<file path="src/Common.sv">
`default_nettype none

package Common;

   // Datapath widths
   localparam int DATA_WIDTH = 32;
   localparam int BYTE_WIDTH = 8;
   localparam int HALF_WIDTH = 16;
   localparam int BYTE_LANES = DATA_WIDTH / BYTE_WIDTH;   // 4 lanes per word

   // Byte address, 1 KiB of data memory
   localparam int ADDR_WIDTH = 10;

   // Memory depth in words
   localparam int MEM_WORDS = 256;
   localparam int WORD_IDX_WIDTH = $clog2(MEM_WORDS);    // Matches ADDR_WIDTH - 2

   // Memory opcode seen by the stage
   typedef enum logic [3:0] {
      MEM_NONE = 4'd0,   // No access this cycle
      MEM_LB   = 4'd1,   // Signed byte load
      MEM_LH   = 4'd2,   // Signed half load
      MEM_LW   = 4'd3,   // Word load
      MEM_LBU  = 4'd4,   // Unsigned byte load
      MEM_LHU  = 4'd5,   // Unsigned half load
      MEM_SB   = 4'd6,   // Byte store
      MEM_SH   = 4'd7,   // Half store
      MEM_SW   = 4'd8    // Word store
   } memInstType;

   // Word coming back from memory, also the extracted load result
   typedef struct packed {
      logic [DATA_WIDTH-1:0] data;
      logic                  done;   // Access completed on the last edge
   } MemResult;

   // Request presented to the data memory
   //
   // Lane data is already replicated across the word,
   // the mask picks which lanes actually get written.
   typedef struct packed {
      logic [WORD_IDX_WIDTH-1:0] wordIdx;   // Word address
      logic [BYTE_LANES-1:0]     mask;      // Byte write enables
      logic                      read;
      logic                      write;
      logic [DATA_WIDTH-1:0]     data;      // Lane data for stores
   } MemRequest;

endpackage

`default_nettype wire

</file>
<file path="src/ControllerMem.sv">
`timescale 1ns/10ps
`default_nettype none

module ControllerMem (
   input  logic [Common::ADDR_WIDTH-1:0] addr,
   input  Common::MemResult              memOut,
   input  Common::memInstType            instType,
   input  logic                          exception,
   output Common::MemResult              dataRead,
   output logic [Common::BYTE_LANES-1:0] maskByte,
   output logic                          read,
   output logic                          write
);

   import Common::*;

   logic [1:0] offset;   // Byte position inside the word

   assign offset = addr[1:0];

   always_comb begin
      dataRead.data = '0;
      dataRead.done = memOut.done;   // Done is not touched here
      maskByte      = '0;
      read          = 1'b0;
      write         = 1'b0;

      case (instType)
         MEM_LB: begin
            read = 1'b1;
            unique case (offset)
               2'd0: dataRead.data = DATA_WIDTH'($signed(memOut.data[7:0]));
               2'd1: dataRead.data = DATA_WIDTH'($signed(memOut.data[15:8]));
               2'd2: dataRead.data = DATA_WIDTH'($signed(memOut.data[23:16]));
               2'd3: dataRead.data = DATA_WIDTH'($signed(memOut.data[31:24]));
            endcase
         end

         MEM_LBU: begin
            read = 1'b1;
            unique case (offset)
               2'd0: dataRead.data = DATA_WIDTH'(memOut.data[7:0]);
               2'd1: dataRead.data = DATA_WIDTH'(memOut.data[15:8]);
               2'd2: dataRead.data = DATA_WIDTH'(memOut.data[23:16]);
               2'd3: dataRead.data = DATA_WIDTH'(memOut.data[31:24]);
            endcase
         end

         MEM_LH: begin
            read = 1'b1;
            unique case (offset)
               2'd0: dataRead.data = DATA_WIDTH'($signed(memOut.data[15:0]));
               2'd1: dataRead.data = DATA_WIDTH'($signed(memOut.data[23:8]));
               2'd2: dataRead.data = DATA_WIDTH'($signed(memOut.data[31:16]));
               2'd3: dataRead.data = '0;   // Half would cross the word
            endcase
         end

         MEM_LHU: begin
            read = 1'b1;
            unique case (offset)
               2'd0: dataRead.data = DATA_WIDTH'(memOut.data[15:0]);
               2'd1: dataRead.data = DATA_WIDTH'(memOut.data[23:8]);
               2'd2: dataRead.data = DATA_WIDTH'(memOut.data[31:16]);
               2'd3: dataRead.data = '0;
            endcase
         end

         MEM_LW: begin
            read          = 1'b1;
            dataRead.data = memOut.data;   // Offset ignored for words
         end

         MEM_SB: begin
            write = 1'b1;
            unique case (offset)
               2'd0: maskByte = 4'b0001;
               2'd1: maskByte = 4'b0010;
               2'd2: maskByte = 4'b0100;
               2'd3: maskByte = 4'b1000;
            endcase
         end

         MEM_SH: begin
            write = 1'b1;
            unique case (offset)
               2'd0: maskByte = 4'b0011;
               2'd1: maskByte = 4'b0110;
               2'd2: maskByte = 4'b1100;
               2'd3: maskByte = 4'b0000;   // Crosses the word, nothing written
            endcase
         end

         MEM_SW: begin
            write = 1'b1;
            // Only aligned words reach the array
            if (offset == 2'd0) begin
               maskByte = 4'b1111;
            end else begin
               maskByte = 4'b0000;
            end
         end

         default: begin
            read  = 1'b0;
            write = 1'b0;
         end
      endcase

      // Trap from elsewhere in the core, loads still go ahead
      if (exception) begin
         write = 1'b0;
      end
   end

endmodule

`default_nettype wire

</file>
<file path="config.mk">
export PLATFORM = sky130hd
export DESIGN_NAME = ControllerMem
export DESIGN_NICKNAME = d
export VERILOG_FILES = /design/src/Common.sv /design/src/ControllerMem.sv
export SDC_FILE = /design/constraint.sdc
export NUM_CORES = 1
export LEC_CHECK = 0
export BUFFER_PORTS_ARGS = -buffer_cell sky130_fd_sc_hd__buf_2
export CAP_MARGIN = 10
export CORE_AREA = 3 3 52 54
export DETAILED_ROUTE_END_ITERATION = 10
export DIE_AREA = 0 0 55 57
export GPL_ROUTABILITY_DRIVEN = 1
export GPL_TIMING_DRIVEN = 0
export PLACE_DENSITY = 0.95
export REMOVE_ABC_BUFFERS = 1
export SLEW_MARGIN = 40
export SYNTH_ARGS = -nofsm -noshare
export SYNTH_HDL_FRONTEND = slang
export SYNTH_SLANG_ARGS = --single-unit
</file>
<file path="constraint.sdc">
create_clock -name vclk -period 6.3
set_input_delay 1.26 -clock vclk [all_inputs]
set_output_delay 1.26 -clock vclk [all_outputs]
set_load 0.02 [all_outputs]
</file>
Yosys cells after proc, flatten, opt, wreduce, memory -nomap -nowiden
Cells that the tools add are included.

word-level totals
  bits of input ports = 48
  logic and storage cells = 26
  output and inout port bits = 39
  register bits = 0

operators by class
  mux-type cells = 12
  equal/unequal tests = 11
  reduce and logical (&&, ||, !) cells = 3

operators with widths
  operator            number
  $pmux 32 s4         4
  $pmux 32 s5         1
  $pmux 4 s4          2
  $eq 4x3->1 const B  4
  $pmux 4 s3          1
  $eq 4x2->1 const B  2
  $reduce_or 5->1     1
  $eq 2x2->1 const B  2
  $eq 4x1->1 const B  1
  $eq 4x4->1 const B  1
  $mux 4              1
  $mux 1              3
  $reduce_or 3->1     1
  $eq 2x1->1 const B  1
  $logic_not 2->1     1

Logic depth before layout (Yosys ltp)
  depth in word-level cells = 4
  depth in mapped cells = 8
  mapped depth without buffers = 6

Least setup slack after synthesis
No wires, ideal clock.

  path type = input-to-output
  from = input port addr[0] (netlist bit)
  to = output port maskByte[1] (netlist bit)
  data arrival time = 2.689 ns
  stages = 6
  required time = 5.040 ns
  buffers on the path = 2
  setup slack = 2.351 ns
  cell sequence = inv_1 ha_1 clkbuf_1 clkbuf_1 nand2_1 a22oi_1

between the ends
  word-level cells in the longest chain between the ends = 3

RTL lines
  item                                line                                      text
  start, declared                     ControllerMem.sv:5                        input logic [Common::ADDR_WIDTH-1:0] addr,
  $eq 2x2->1 (tied with other cells)  ControllerMem.sv:76, ControllerMem.sv:86
  $pmux 4 s4 (tied with other cells)  ControllerMem.sv:86                       unique case (offset)
  $pmux 4 s3 *                        ControllerMem.sv:28                       case (instType)
  end, declared                       ControllerMem.sv:10                       output logic [Common::BYTE_LANES-1:0] maskByte,

Mark *: on every way between the ends. The rest lies on a longest branch, timed or not.

==> flow_summary.json <==
{
  "cp.arrival_ps": 3230,
  "seqCellArea_um2": 0,
  "max_freq_ghz": 0.223,
  "hold_viol_final": 0,
  "nClkBuffers": 0,
  "whs_ps": 2520,
  "p_per_area_mw_per_mm2": 73.0,
  "synth_cell_types": 36,
  "fin_crit_ps": 4490,
  "dr.first_iter.drc_count": 37,
  "synth_common_cells": "nand2_1 (36), a221oi_1 (14), inv_1 (11), a221o_2 (8)",
  "holdBufCountCts": 0,
  "worstMarginPinSlew_ps": 635,
  "hpwl_um": 2510,
  "syn_to_final_growth_pct": 35.8,
  "cts_setup_buffers": 0,
  "fin_crit_sh": 0.713,
  "post-route-drc-count": 0,
  "power.total_w": 0.0000942,
  "yosys_warnings": 0,
  "synth_cells": 136,
  "gp_congestion": 0.791,
  "grt_max_degree": 25,
  "final_cells": 227,
  "fin_nets": 254,
  "internal-power_w": 0.0000375,
  "dieArea_mm2": 0.00314,
  "setup_tns_ps": 0,
  "yosysSeqAreaShare": 0,
  "vias_per_cell": 5.87,
  "core_mm2": 0.00225,
  "ir_worst_vdd_uv": 41.5,
  "std_cell_rows": 17,
  "antenna_found_initial": 0,
  "vias": 1333,
  "finalSetupViolations": 0,
  "routed_wl_um": 3340,
  "drive_gt1_frac": 0.482,
  "overflow": 0,
  "rsz0062_at_grt": "false",
  "p_comb_frac": 1.000,
  "n_fill_cell": 237,
  "min_path_type": "in -> out",
  "crit_path_max_fanout": 16,
  "antennaDiodeCount": 0,
  "postRouteAntennaNets": 0,
  "worstSetupPathType": "in -> out",
  "min_to": "dataRead[0]",
  "final_core_util": 0.573,
  "multiInputGateArea_um2": 830,
  "grt_pass1_wl_um": 4960,
  "placed_cells": 227,
  "endpoint_kind": "output port",
  "drt_pass1_iterations": 4,
  "synth_top_area_frac": 0.142,
  "pwr-share-clk": 0,
  "hold-path-cell-count": 0,
  "dieWidth_um": 55,
  "pwr-share-seq": 0,
  "ys_top_cells_by_area": "nand2_1 (14%), a221oi_1 (13%), a221o_2 (9.5%)",
  "seq_cells": 0,
  "min_from": "memOut[0]",
  "power_switching_share": 0.603,
  "avgSynthCellArea_um2": 6.99,
  "synth_area_leader_cell": "nand2_1",
  "relSlewSlack": 0.575,
  "finalMaxSlewViolations": 0,
  "leakagePower_nw": 0.773,
  "track_usage": 0.197,
  "netlist_area_um2": 951,
  "cts_resized": 0,
  "status": "completed",
  "fp.dieH_um": 57,
  "startpoint_type": "input pin",
  "wl_per_cell_um": 14.7,
  "yosysMostFrequentCell": "nand2_1",
  "maxCapViolations": 0,
  "grt_pass1_vias": 1153,
  "initial_core_util": 0.422,
  "p_switching_w": 0.0000568,
  "ios": 87,
  "portBuffers": 77,
  "required_ps": 5040
}
[power by group through the flow]
stage / Sequential [W] / Combinational (W) / Clock [W]
2_1_floorplan: 0 / 0.0000552 / 0
3_3_place_gp: 0 / 0.0000915 / 0
3_5_place_dp: 0 / 0.0000935 / 0
4_1_cts: 0 / 0.0000939 / 0
5_1_grt: 0 / 0.000103 / 0
6_report: 0 / 0.0000942 / 0
[layout make-up]
| type | count | share of cell area |
|---|---|---|
| inverter | 11 | 0.0320 |
| tap | 28 | 0.0271 |
| timing repair buffer | 77 | 0.298 |
| multi-input combinational | 111 | 0.642 |
[per-stage QoR]
stage               cell area (um2)  setup slack (ps)
global route                   1290              1620
finish                         1290              1810
CTS                            1290              1680
floorplan                       861              2290
global placement               1280              1670
detailed placement             1290              1700
[layout by cell type, fill, tap and decap left out, types with 2 or more instances in the layout]
| master | instances |
|---|---|
| ha_1 | 4 |
| inv_1 | 11 |
| a22o_1 | 7 |
| mux2i_1 | 2 |
| nor2_1 | 5 |
| nand2_1 | 36 |
| a22oi_1 | 2 |
| a221oi_1 | 14 |
| o21ai_0 | 5 |
| a221o_1 | 7 |
| nand3_1 | 2 |
| buf_2 | 77 |
| a221o_2 | 8 |
[routing by layer]
layer / share of wire / GRT usage
met1: 0.41 / 0.245
met3: 0.082 / 0.0131
met2: 0.50 / 0.370
met5: 0 / 0
met4: 0.0042 / 0.0139
[cells by family after synthesis]
logic type | Yosys count | share of synthesized area
XOR/XNOR | 1 | 0.00921
multiplexers | 2 | 0.0211
adder cells (fa/ha/maj) | 5 | 0.0658
AO/OA/AOI/OAI | 51 | 0.496
AND/OR/NAND/NOR | 52 | 0.270
buffers and inverters | 25 | 0.138
[worst max-delay path, stage by stage]
cell      delay, ps
buf_2           100
inv_1            70
ha_1            400
a221oi_2        510
a211oi_4        190
a21oi_4         400
nand2_1         110
buf_2           180
[how the worst max path moves through the flow]
stage	end	cells past startpoint	start
after floorplan	dataRead[17]	6	addr[0]
after global placement	dataRead[10]	6	instType[0]
after detailed placement	dataRead[23]	8	addr[0]
after CTS	dataRead[23]	8	addr[0]
after global routing	dataRead[23]	8	addr[1]
final	dataRead[23]	8	addr[0]
No activity file was read; power rests on OpenSTA's default activity.
