$ cat config.mk
export PLATFORM = sky130hd
export DESIGN_NAME = StoreAligner
export DESIGN_NICKNAME = d
export VERILOG_FILES = /design/src/Common.sv /design/src/StoreAligner.sv
export SDC_FILE = /design/constraint.sdc
export NUM_CORES = 1
export LEC_CHECK = 0
export ABC_AREA = 1
export BUFFER_PORTS_ARGS = -buffer_cell sky130_fd_sc_hd__buf_2
export CAP_MARGIN = 0
export CORE_MARGIN = 3
export CORE_UTILIZATION = 31
export DETAILED_ROUTE_END_ITERATION = 6
export PLACE_DENSITY_LB_ADDON = 0.12
export SLEW_MARGIN = 10
export SYNTH_ARGS = -nofsm -noshare
export SYNTH_HDL_FRONTEND = slang
export SYNTH_SLANG_ARGS = --single-unit
$ cat constraint.sdc
create_clock -name vclk -period 0.9
set_clock_uncertainty 0.1 [all_clocks]
set_input_delay 0.09 -clock vclk [all_inputs]
set_output_delay 0.09 -clock vclk [all_outputs]
set_load 0.02 [all_outputs]
$ cat src/Common.sv
`default_nettype none

package Common;

   // Datapath widths
   localparam int DATA_WIDTH = 32;
   localparam int BYTE_WIDTH = 8;
   localparam int HALF_WIDTH = 16;
   localparam int BYTE_LANES = DATA_WIDTH / BYTE_WIDTH;   // 4 lanes per word

   // Byte address, 1 KiB of data memory
   localparam int ADDR_WIDTH = 10;

   // Memory depth in words
   localparam int MEM_WORDS = 256;
   localparam int WORD_IDX_WIDTH = $clog2(MEM_WORDS);    // Matches ADDR_WIDTH - 2

   // Memory opcode seen by the stage
   typedef enum logic [3:0] {
      MEM_NONE = 4'd0,   // No access this cycle
      MEM_LB   = 4'd1,   // Signed byte load
      MEM_LH   = 4'd2,   // Signed half load
      MEM_LW   = 4'd3,   // Word load
      MEM_LBU  = 4'd4,   // Unsigned byte load
      MEM_LHU  = 4'd5,   // Unsigned half load
      MEM_SB   = 4'd6,   // Byte store
      MEM_SH   = 4'd7,   // Half store
      MEM_SW   = 4'd8    // Word store
   } memInstType;

   // Word coming back from memory, also the extracted load result
   typedef struct packed {
      logic [DATA_WIDTH-1:0] data;
      logic                  done;   // Access completed on the last edge
   } MemResult;

   // Request presented to the data memory
   //
   // Lane data is already replicated across the word,
   // the mask picks which lanes actually get written.
   typedef struct packed {
      logic [WORD_IDX_WIDTH-1:0] wordIdx;   // Word address
      logic [BYTE_LANES-1:0]     mask;      // Byte write enables
      logic                      read;
      logic                      write;
      logic [DATA_WIDTH-1:0]     data;      // Lane data for stores
   } MemRequest;

endpackage

`default_nettype wire

$ cat src/StoreAligner.sv
`timescale 1ns/10ps
`default_nettype none

module StoreAligner (
   input  Common::memInstType            instType,
   input  logic [Common::DATA_WIDTH-1:0] storeData,
   output logic [Common::DATA_WIDTH-1:0] laneData
);

   import Common::*;

   // Store data is copied onto every lane it could land in.
   // ControllerMem's mask then decides which lanes are written,
   // so no address is needed here.
   always_comb begin
      case (instType)
         MEM_SB: begin
            laneData = {BYTE_LANES{storeData[BYTE_WIDTH-1:0]}};   // b b b b
         end

         MEM_SH: begin
            laneData = {(DATA_WIDTH / HALF_WIDTH){storeData[HALF_WIDTH-1:0]}};   // h h
         end

         default: begin
            laneData = storeData;   // SW and non-stores
         end
      endcase
   end

endmodule

`default_nettype wire

* Yosys cells after proc, flatten, opt, wreduce, memory -nomap -nowiden
Cells that the tools add are included. W data, S select, Z words.
Operators by class: add/sub/neg operators 0, multiply operators 0, divide/modulo/power cells 0, $lt $le $gt $ge 0, eq/ne operators 2, shift operators 0, mux-type cells 1, bitwise gates (word level) 0, reduce and logical (&&, ||, !) cells 0
Operator list (number):
- $pmux W32 S2 | 1
- $eq A4 B3 Y1 const B | 2
Word-level totals: register bits after elaboration 0, latch bits 0, RAM bits 0, bits in read-only memories 0, input bits 36, output and inout bits 32, logic and storage cells 3, memories 0

* Longest topological paths before layout
Gate-level depths: netlist (run 1).
depth in word-level cells 2, depth in mapped cells 5, gate-level depth less buffers 4

* Worst setup path before layout (run 1)
No wires, ideal clock.
path type input port to output port, from in instType[2], to out laneData[10] in the netlist's numbering, data arrival time 0.730 ns, data required time 0.710 ns, slack -0.020 ns, cell stages on the path 5, path buffers 1, cell sequence inv_1 > nor2_4 > buf_2 > nand3_1 > nand3_1
On the way: word-level cells in the longest chain between the ends 2, elaborated cells between the ends (all ways) 3, classes of those cells eq/ne (2); mux (1)
RTL lines:
- from (decl) | RTL line StoreAligner.sv:5 | input Common::memInstType instType,
- $eq A4 B3 Y1 | RTL line StoreAligner.sv:16 | case (instType)
- $pmux W32 S2 (*) | RTL line StoreAligner.sv:16
- to (decl) | RTL line StoreAligner.sv:7 | output logic [Common::DATA_WIDTH-1:0] laneData
Mark *: on every way between the ends. The rest lies on a longest branch, timed or not.

* Worst setup path after layout (run 1)
from in instType[3], to out laneData[13] in the netlist's numbering
The elaborated chain is that of the path after synthesis.

==> impl_results.md, run 1 <==
- Result of the run: finished with violations
- Failing checks: setup timing
- Final WL: 2150 um
- Sw power: 0.349 mW
- Sequential Area: 0 um^2
- Clock power share: 0
- YS warnings: 0
- Unique masters post-synth: 6
- Number of antenna diodes: 0
- Commonest cells after routing, fill and taps aside: buf_2 (42), nand2_1 (31), nand3_1 (25)
- Largest incremental delay on the critical path: 0.19 ns
- Power density over the cells: 615 nW/um^2
- Max-capacitance violation count: 0
- Yosys top cell area share: 0.447
- Die ar.: 1980 um^2
- Number of cells in the finished layout apart from fillers: 172
- Switching share of power: 0.516
- Critical path peak fanout: 6
- Total count of max-transition violations in the final report: 0
- Die height: 44.5 um
- Initial cell density of the core: 0.340
- Number of placed instances, taps included: 168
- Cell taking the most area after synthesis: nand3_1
- Syn_nets: 129
- Final standard cell utilization of the core: 0.816
- First-pass GRT wire length: 2770 um
- GRT overflow: 0
- Maximum number of pins on one net before global-route repair: 25
- Area grow syn2layout: 140%
- Final net count: 195
- Worst slew margin: 0.862
- Number of standard cells after synthesis: 93
- Min setup slack post-route: -0.204 ns
- Number of buffer cells added on primary ports: 68
- Crit path cell chain: buf_8 -> nor2_4 -> clkbuf_16 -> nand3_1 -> nand3_1 -> buf_6
- Sequential cell area fraction in the yosys report: 0
- Worst Setup End Kind: output port
- VDD IR max: 0.345 mV
- Share of final-layout standard cells stronger than drive strength 1: 0.631
- Sequential group share of total power: 0
- Worst path top cell family by delay: buffers and inverters
- Total of clock buffers placed in the layout: 0
- Arrival @ worst endpoint: 0.91 ns
- Die X: 44.5 um
- Synthesized area per cell: 4.94 um^2
- Top area cells in the synthesized netlist: nand3_1 (45%), nand2_1 (27%), buf_4 (18%)
- Number of cells on the critical path: 6
- Routability congestion estimate: 0.692
- Post-route DRC: 0
- CP Data Required Time: 0.71 ns
- IO Count: 68
- Total count of hold-check failures in the final report: 0
- 1st-iter DRT viols: 14
- Wirelength per Cell: 12.5 um
- Final worst-path cycle share: 1.23
- Kind of critical path: input pin to output port
- Standby leakage power: 0.626 nW
- FF+latch count: 0
- Std cell rows: 13
- Most prevalent standard cell on the critical path: nand3_1
- Int Pwr: 0.328 mW
- Filler cell count in the final layout: 95
- Worst hold path stage count: 2
- Final critical delay including setup and external delays: 1.10 ns
- Netlist area before placement: 459 um^2
- Detailed-route via count: 865
- Core region area: 1350 um^2
- Tightest Hold Check Type: input pin to output port
- Via count of the first global-routing pass: 674
- Number of nets still failing antenna checks after routing: 0
- Transition time of the tightest slew-check pin: 0.207 ns
- Drt via density: 5.03
- Detailed-routing iteration count for the pre-antenna-repair pass: 4
- Startpoint Class: input pin
- Number of antenna violations at the first check in global routing: 0
- Worst Path Buf+Inv: 3
- Leading cell type in the layout, fill and taps excluded: buf_2
- Multi-input combinational cell area: 444 um^2
- Comb power frac: 1.000
- Total of endpoints with negative setup slack in the final report: 24
- Fmax: 0.906 GHz
- Total Routing Usage GR: 0.170
- Slowest stage cell, crit path: nor2_4
- Unrepaired setup endpoints after global routing: yes
## power groups by stage
stage               clock network, mW  logic, mW  registers [mW]
finish                              0      0.677               0
global route                        0      0.725               0
CTS                                 0      0.518               0
detailed placement                  0      0.488               0
global placement                    0      0.486               0
floorplan                           0      0.299               0
## through the flow
step | setup slack [ns] | instance area [um^2] | TNS [ns] | hold WS (ns) | total power, mW
2_1_floorplan | -0.0196 | 459 | -0.280 | 0.193 | 0.299
3_3_place_gp | -0.157 | 776 | -2.91 | 0.337 | 0.486
3_5_place_dp | -0.164 | 776 | -2.99 | 0.333 | 0.488
4_1_cts | -0.144 | 811 | -2.70 | 0.335 | 0.518
5_1_grt | -0.243 | 1100 | -4.83 | 0.357 | 0.725
6_report | -0.204 | 1100 | -3.89 | 0.343 | 0.677
## cell usage after synthesis
cell,count
nor2_4,2
nand2_1,33
buf_4,11
buf_2,2
nand3_1,41
inv_1,4
## final cells by class
| type | count | share of cell area |
|---|---|---|
| Multi-Input combinational cell | 76 | 0.403 |
| Timing Repair Buffer | 77 | 0.566 |
| Tap cell | 15 | 0.0170 |
| Inverter | 4 | 0.0136 |
## per-layer routing
| layer | vias up | global-route usage | routed length [um] |
|---|---|---|---|
| met5 | - | 0 | 0 |
| met4 | 0 | 0 | 0 |
| met3 | 0 | 0.0163 | 199 |
| met2 | 45 | 0.309 | 1140 |
| met1 | 385 | 0.226 | 818 |
| li1 | 435 | - | - |
## worst paths after layout
| kind | from | to | slack [ns] |
|---|---|---|---|
| worst max-delay path | instType[3] | laneData[13] | -0.20 |
| worst min-delay path | storeData[5] | laneData[5] | 0.34 |
## logic make-up after synthesis
kind of cell	Yosys count	synth area share
buffers and inverters	17	0.234
AND/OR/NAND/NOR	76	0.766
## what timing repair did
action,CTS,global route
gates resized for setup,14,57
setup endpoints to repair,24,24
hold buffers,0,0
cloned,0,3
endpoints found under the hold margin,0,0
setup buffers,0,1
pin swaps,0,4
(Power assumes the default switching activity.)
==> run 2, diff against run 1 <==
--- a/config.mk
+++ b/config.mk
@@ -11,7 +11,9 @@
 export CORE_MARGIN = 3
 export CORE_UTILIZATION = 31
 export DETAILED_ROUTE_END_ITERATION = 6
+export GPL_TIMING_DRIVEN = 1
 export PLACE_DENSITY_LB_ADDON = 0.12
+export RECOVER_POWER = 100
 export SLEW_MARGIN = 10
 export SYNTH_ARGS = -nofsm -noshare
 export SYNTH_HDL_FRONTEND = slang
==> constraint.sdc (replaced) <==
create_clock -name vclk -period 0.9
set_clock_uncertainty 0.1 [all_clocks]
set_input_delay 0.18 -clock vclk [all_inputs]
set_output_delay 0.18 -clock vclk [all_outputs]
set_load 0.02 [all_outputs]
==> run 2 against run 1 <==
Compared with the run above: the flow now stops in clock tree synthesis; synthesized cell count unchanged; synthesized area stayed put.
==> impl_results.md, run 2 <==
- Result of the run: did not finish
- Stage where the flow stopped: clock tree synthesis
- Run-stopping error: [ERROR DPL-0038] Utilization greater than 100%, impossible to legalize
- Die X: 44.5 um
- Commonest cells in the synthesized netlist: nand3_1 (41), nand2_1 (33), buf_4 (11)
- Number of hold-repair buffers added at the cts stage: 0
- Cell taking the most area after synthesis: nand3_1
- Synthesized area per cell: 4.94 um^2
- Routability congestion estimate: 0.684
- Yosys top cell area share: 0.447
- Post-Synth XOR/XNOR Area: 0
- Unique masters post-synth: 6
- Top area cells in the synthesized netlist: nand3_1 (45%), nand2_1 (27%), buf_4 (18%)
- Post-CTS resize count: 81
- Syn_nets: 129
- YS warnings: 0
- IO Count: 68
- Cell with the most instances after synthesis: nand3_1
- Die height: 44.5 um
- Area fraction in and, or, nand and nor cells after synthesis: 0.766
- Share of synthesized cell area in full adder, half adder and majority cells: 0
- Area fraction in compound gates after synthesis: 0
- Share of synthesized area spent on multiplexers: 0
- Number of buffer cells added on primary ports: 68
- Initial cell density of the core: 0.340
- Post-CTS Setup Repair Bufs: 8
- Netlist area before placement: 459 um^2
- Sequential cell area fraction in the yosys report: 0
- Worst setup slack before clock tree synthesis: -0.385 ns
- DPL Wire Length: 1500 um
- Number of standard cells after synthesis: 93
- Dominant combinational cell family by area after synthesis: simple AND/OR/NAND/NOR gates
- Placed standard-cell area: 931 um^2
- Std cell rows: 13
[run 2: cell counts after synthesis]
No cell type changed its count.
[run 2: logic make-up after synthesis]
logic type / after synthesis
AND/OR/NAND/NOR: 76
buffers and inverters: 17
[run 2: per-stage QoR]
step | utilization | instances | setup TNS (ns)
2_1_floorplan | - | 93 | -2.41
3_5_place_dp | 0.690 | 169 | -8.11
3_3_place_gp | 0.690 | 169 | -7.72
==> run 3, diff against run 2 <==
--- a/config.mk
+++ b/config.mk
@@ -8,11 +8,11 @@
 export ABC_AREA = 1
 export BUFFER_PORTS_ARGS = -buffer_cell sky130_fd_sc_hd__buf_2
 export CAP_MARGIN = 0
-export CORE_MARGIN = 3
-export CORE_UTILIZATION = 31
+export CORE_AREA = 3 3 64 66
 export DETAILED_ROUTE_END_ITERATION = 6
+export DIE_AREA = 0 0 67 69
 export GPL_TIMING_DRIVEN = 1
-export PLACE_DENSITY_LB_ADDON = 0.12
+export PLACE_DENSITY_LB_ADDON = 0.15
 export RECOVER_POWER = 100
 export SLEW_MARGIN = 10
 export SYNTH_ARGS = -nofsm -noshare
==> run 3 against run 2 <==
Compared with the run above: the flow now finishes, with violations (setup timing).
==> impl_results.md, run 3 (synthesis results as in run 1) <==
- Result of the run: finished with violations
- Failing checks: setup timing
- Maximum number of pins on one net before global-route repair: 25
- Drt via density: 4.03
- Transition time of the tightest slew-check pin: 0.250 ns
- Core region area: 3630 um^2
- GRT overflow: 0
- Most prevalent standard cell on the critical path: buf_2
- Switching share of power: 0.571
- Max-capacitance violation count: 0
- CP Data Required Time: 0.62 ns
- Worst Setup End Kind: output port
- Standby leakage power: 0.600 nW
- Placed standard-cell area: 985 um^2
- Largest incremental delay on the critical path: 0.18 ns
- First-pass GRT wire length: 3570 um
- Slowest stage cell, crit path: buf_12
- Detailed-route via count: 819
- Number of antenna diodes: 0
- Final standard cell utilization of the core: 0.299
- DPL Wire Length: 1910 um
- Die X: 67 um
- Die height: 69 um
- Min setup slack post-route: -0.374 ns
- Critical path peak fanout: 24
- Via count of the first global-routing pass: 783
- Initial cell density of the core: 0.126
- Comb power frac: 1.000
- Crit path cell chain: buf_2 -> nor2_4 -> buf_12 -> nand3_1 -> nand3_2 -> buf_2
- Number of hold-repair buffers added at the cts stage: 0
- Worst slew margin: 0.834
- Non-Filler Cell Area, Final: 1090 um^2
- Total of clock buffers placed in the layout: 0
- Commonest cells after routing, fill and taps aside: buf_2 (43), nand3_2 (22), nand2_1 (21), buf_4 (21), nand3_1 (15)
- Total of endpoints with negative setup slack in the final report: 24
- Leading cell type in the layout, fill and taps excluded: buf_2
- Area grow syn2layout: 137%
- Unrepaired setup endpoints after global routing: yes
- VDD IR max: 0.170 mV
- Number of antenna violations at the first check in global routing: 0
- FF+latch count: 0
- Final WL: 2300 um
- Sequential group share of total power: 0
- Post-route DRC: 0
- Number of nets still failing antenna checks after routing: 0
- Sequential Area: 0 um^2
- Total Power Consumption: 0.625 mW
- Total Routing Usage GR: 0.0919
- Die ar.: 4620 um^2
- Number of buffer cells added on primary ports: 68
- Kind of critical path: input pin to output port
- Clock power share: 0
- Share of final-layout standard cells stronger than drive strength 1: 0.716
- Tightest Hold Check Type: input pin to output port
- Std cell rows: 22
- Final net count: 193
- Final worst-path cycle share: 1.42
- IO Count: 68
- Int Pwr: 0.268 mW
- Power density over the cells: 575 nW/um^2
- Final critical delay including setup and external delays: 1.27 ns
- Wirelength per Cell: 11.3 um
- Startpoint Class: input pin
- Total count of max-transition violations in the final report: 0
- Total negative slack: -7.63 ns
- Routability congestion estimate: 0.731
- Fmax: 0.785 GHz
- Sw power: 0.356 mW
- Detailed-routing iteration count for the pre-antenna-repair pass: 4
- Total count of hold-check failures in the final report: 0
- 1st-iter DRT viols: 25
- Arrival @ worst endpoint: 0.99 ns
-- run 3: layer usage --
metal,routed length (um),share of wire,global-route usage,vias to the layer above
met4,0,0,0,0
li1,-,-,-,431
met5,0,0,0,-
met3,153,0.066,0.00326,0
met2,1240,0.54,0.179,28
met1,912,0.40,0.114,360
-- run 3: layout make-up --
type	count	area, um^2
inverters	4	20.0
repair buffers	75	464
multi-input cells	76	542
well taps	48	60.1
fillers	433	2550
-- run 3: final timing paths --
path	startpoint	endpoint	slack [ns]	cells after the start
setup / recovery	instType[3]	laneData[12]	-0.37	6
hold / removal	storeData[5]	laneData[5]	0.54	2
-- run 3: power groups by stage --
stage          Clock [mW]  Sequential (mW)  Combinational, mW
3_3_place_gp            0                0              0.570
5_1_grt                 0                0              0.675
3_5_place_dp            0                0              0.574
2_1_floorplan           0                0              0.369
6_report                0                0              0.625
4_1_cts                 0                0              0.608
-- run 3: critical path: cells and delay by family --
kind	cells	cell delay, ns
buffers and inverters	3	0.46
and+or+nand+nor	3	0.35
-- run 3: metrics by stage --
stage	cells	worst slack, ns	hold WS, ns
2_1_floorplan	93	-0.130	0.373
3_3_place_gp	202	-0.381	0.527
3_5_place_dp	202	-0.399	0.520
4_1_cts	203	-0.381	0.527
5_1_grt	203	-0.422	0.556
6_report	203	-0.374	0.545
-- run 3: repair_timing --
action                                  in CTS  in global routing
setup buffers                                1                  0
endpoints found under the setup margin      24                 24
resized for setup                           11                 18
pin swaps                                    1                  0
==> run 4, diff against run 3 <==
==> constraint.sdc (replaced) <==
create_clock -name vclk -period 1.3
set_clock_uncertainty 0.1 [all_clocks]
set_input_delay 0.26 -clock vclk [all_inputs]
set_output_delay 0.26 -clock vclk [all_outputs]
set_load 0.02 [all_outputs]
==> run 4 against run 3 <==
Compared with the run above: core utilization grew 1.3 points; the flow still finishes with violations (setup timing); combinational power fell by 26%; largest cell class is now buffers; total power decreased by 25%.
==> impl_results.md, run 4 (synthesis results as in run 1) <==
- Startpoint Class: input pin
- Critical path peak fanout: 12
- Worst slew margin: 0.834
- Unrepaired setup endpoints after global routing: yes
- Die height: 69 um
- Crit path cell chain: buf_6 -> nor2_4 -> buf_12 -> nand3_1 -> nand3_1 -> buf_4
- Number of antenna diodes: 0
- FF+latch count: 0
- Standby leakage power: 0.608 nW
- 1st-iter DRT viols: 31
- Non-Filler Cell Area, Final: 1130 um^2
- GRT overflow: 0
- Fmax: 0.701 GHz
- Final critical delay including setup and external delays: 1.43 ns
- Endpoint of the worst setup timing path: laneData[15]
- Transition time of the tightest slew-check pin: 0.250 ns
- Total Routing Usage GR: 0.0893
- IO Count: 68
- VDD IR max: 0.129 mV
- Sequential Area: 0 um^2
- First-pass GRT wire length: 3510 um
- Initial cell density of the core: 0.126
- Kind of critical path: input pin to output port
- Most prevalent standard cell on the critical path: nand3_1
- Final net count: 196
- Routability congestion estimate: 0.643
- Tightest Hold Check Type: input pin to output port
- Worst Path Buf+Inv: 3
- Leading cell type in the layout, fill and taps excluded: buf_2
- Wirelength per Cell: 12.5 um
- DPL Wire Length: 1840 um
- Worst path top cell family by delay: buffers and inverters
- Detailed-route via count: 886
- Number of nets still failing antenna checks after routing: 0
- Final standard cell utilization of the core: 0.312
- Core region area: 3630 um^2
- Std cell rows: 22
- Number of cells on the critical path: 6
- Die X: 67 um
- Share of final-layout standard cells stronger than drive strength 1: 0.601
- Worst hold path stage count: 2
- Post-route DRC: 0
- Crit path launch: instType[3]
- Area grow syn2layout: 147%
- Total of endpoints with negative setup slack in the final report: 24
- Worst Setup End Kind: output port
- Result of the run: finished with violations
- Number of buffer cells added on primary ports: 68
- Via count of the first global-routing pass: 795
- Multi-input combinational cell area: 482 um^2
- Total count of max-transition violations in the final report: 0
- Maximum number of pins on one net before global-route repair: 25
- Failing checks: setup timing
- Final worst-path cycle share: 1.10
- Detailed-routing iteration count for the pre-antenna-repair pass: 4
- Drt via density: 4.30
- CP Data Required Time: 0.94 ns
- Total Power Consumption: 0.465 mW
- Placed standard-cell area: 810 um^2
- Final WL: 2580 um
- Min setup slack post-route: -0.126 ns
- Max-capacitance violation count: 0
- Arrival @ worst endpoint: 1.07 ns
- Largest incremental delay on the critical path: 0.17 ns
- Number of antenna violations at the first check in global routing: 0
- Final-layout worst hold slack: 0.696 ns
- Slowest stage cell, crit path: nor2_4
- Total count of hold-check failures in the final report: 0
- Total of clock buffers placed in the layout: 0
- Commonest cells after routing, fill and taps aside: buf_2 (33), nand2_1 (31), nand3_1 (22)
- Worst setup slack before clock tree synthesis: -0.156 ns
- Die ar.: 4620 um^2
- Power density over the cells: 411 nW/um^2
- Filler cell count in the final layout: 431
[run 4: per-stage QoR]
stage	instances	setup TNS [ns]
after detailed placement	200	-2.41
after CTS	202	-1.57
after global routing	206	-3.34
final	206	-2.09
after floorplan	93	0
after global placement	200	-1.99
[run 4: worst min-delay path by stage]
stage | startpoint | end | slack (ns)
3_3_place_gp | storeData[2] | laneData[2] | 0.68
5_1_grt | storeData[1] | laneData[1] | 0.71
4_1_cts | storeData[2] | laneData[2] | 0.68
3_5_place_dp | storeData[2] | laneData[2] | 0.67
6_report | storeData[1] | laneData[1] | 0.70
2_1_floorplan | storeData[0] | laneData[0] | 0.53
[run 4: final cells by class]
type,instances,area share
Timing Repair Buffer,78,0.507
Multi-Input combinational cell,76,0.425
Tap cell,48,0.0530
Inverter,4,0.0155
[run 4: metal layers]
layer  up-vias  routed length (um)  global-route usage
met1       393                1130               0.126
met3         4                 242             0.00651
met2        53                1170               0.155
li1        436                   -                   -
met4         0                  32                   0
met5         -                   0                   0
[run 4: report_power, final]
part	internal, mW	switching, mW	leakage [nW]
Combinational	0.212	0.253	0.608
Sequential	0	0	0
Clock	0	0	0
Total	0.212	0.253	0.608
[run 4: timing repair]
action	CTS	global route
setup endpoints to repair	24	24
gates resized for setup	33	41
hold buffers	0	0
buffers inserted	2	1
gates cloned	0	3
pin swaps	1	4
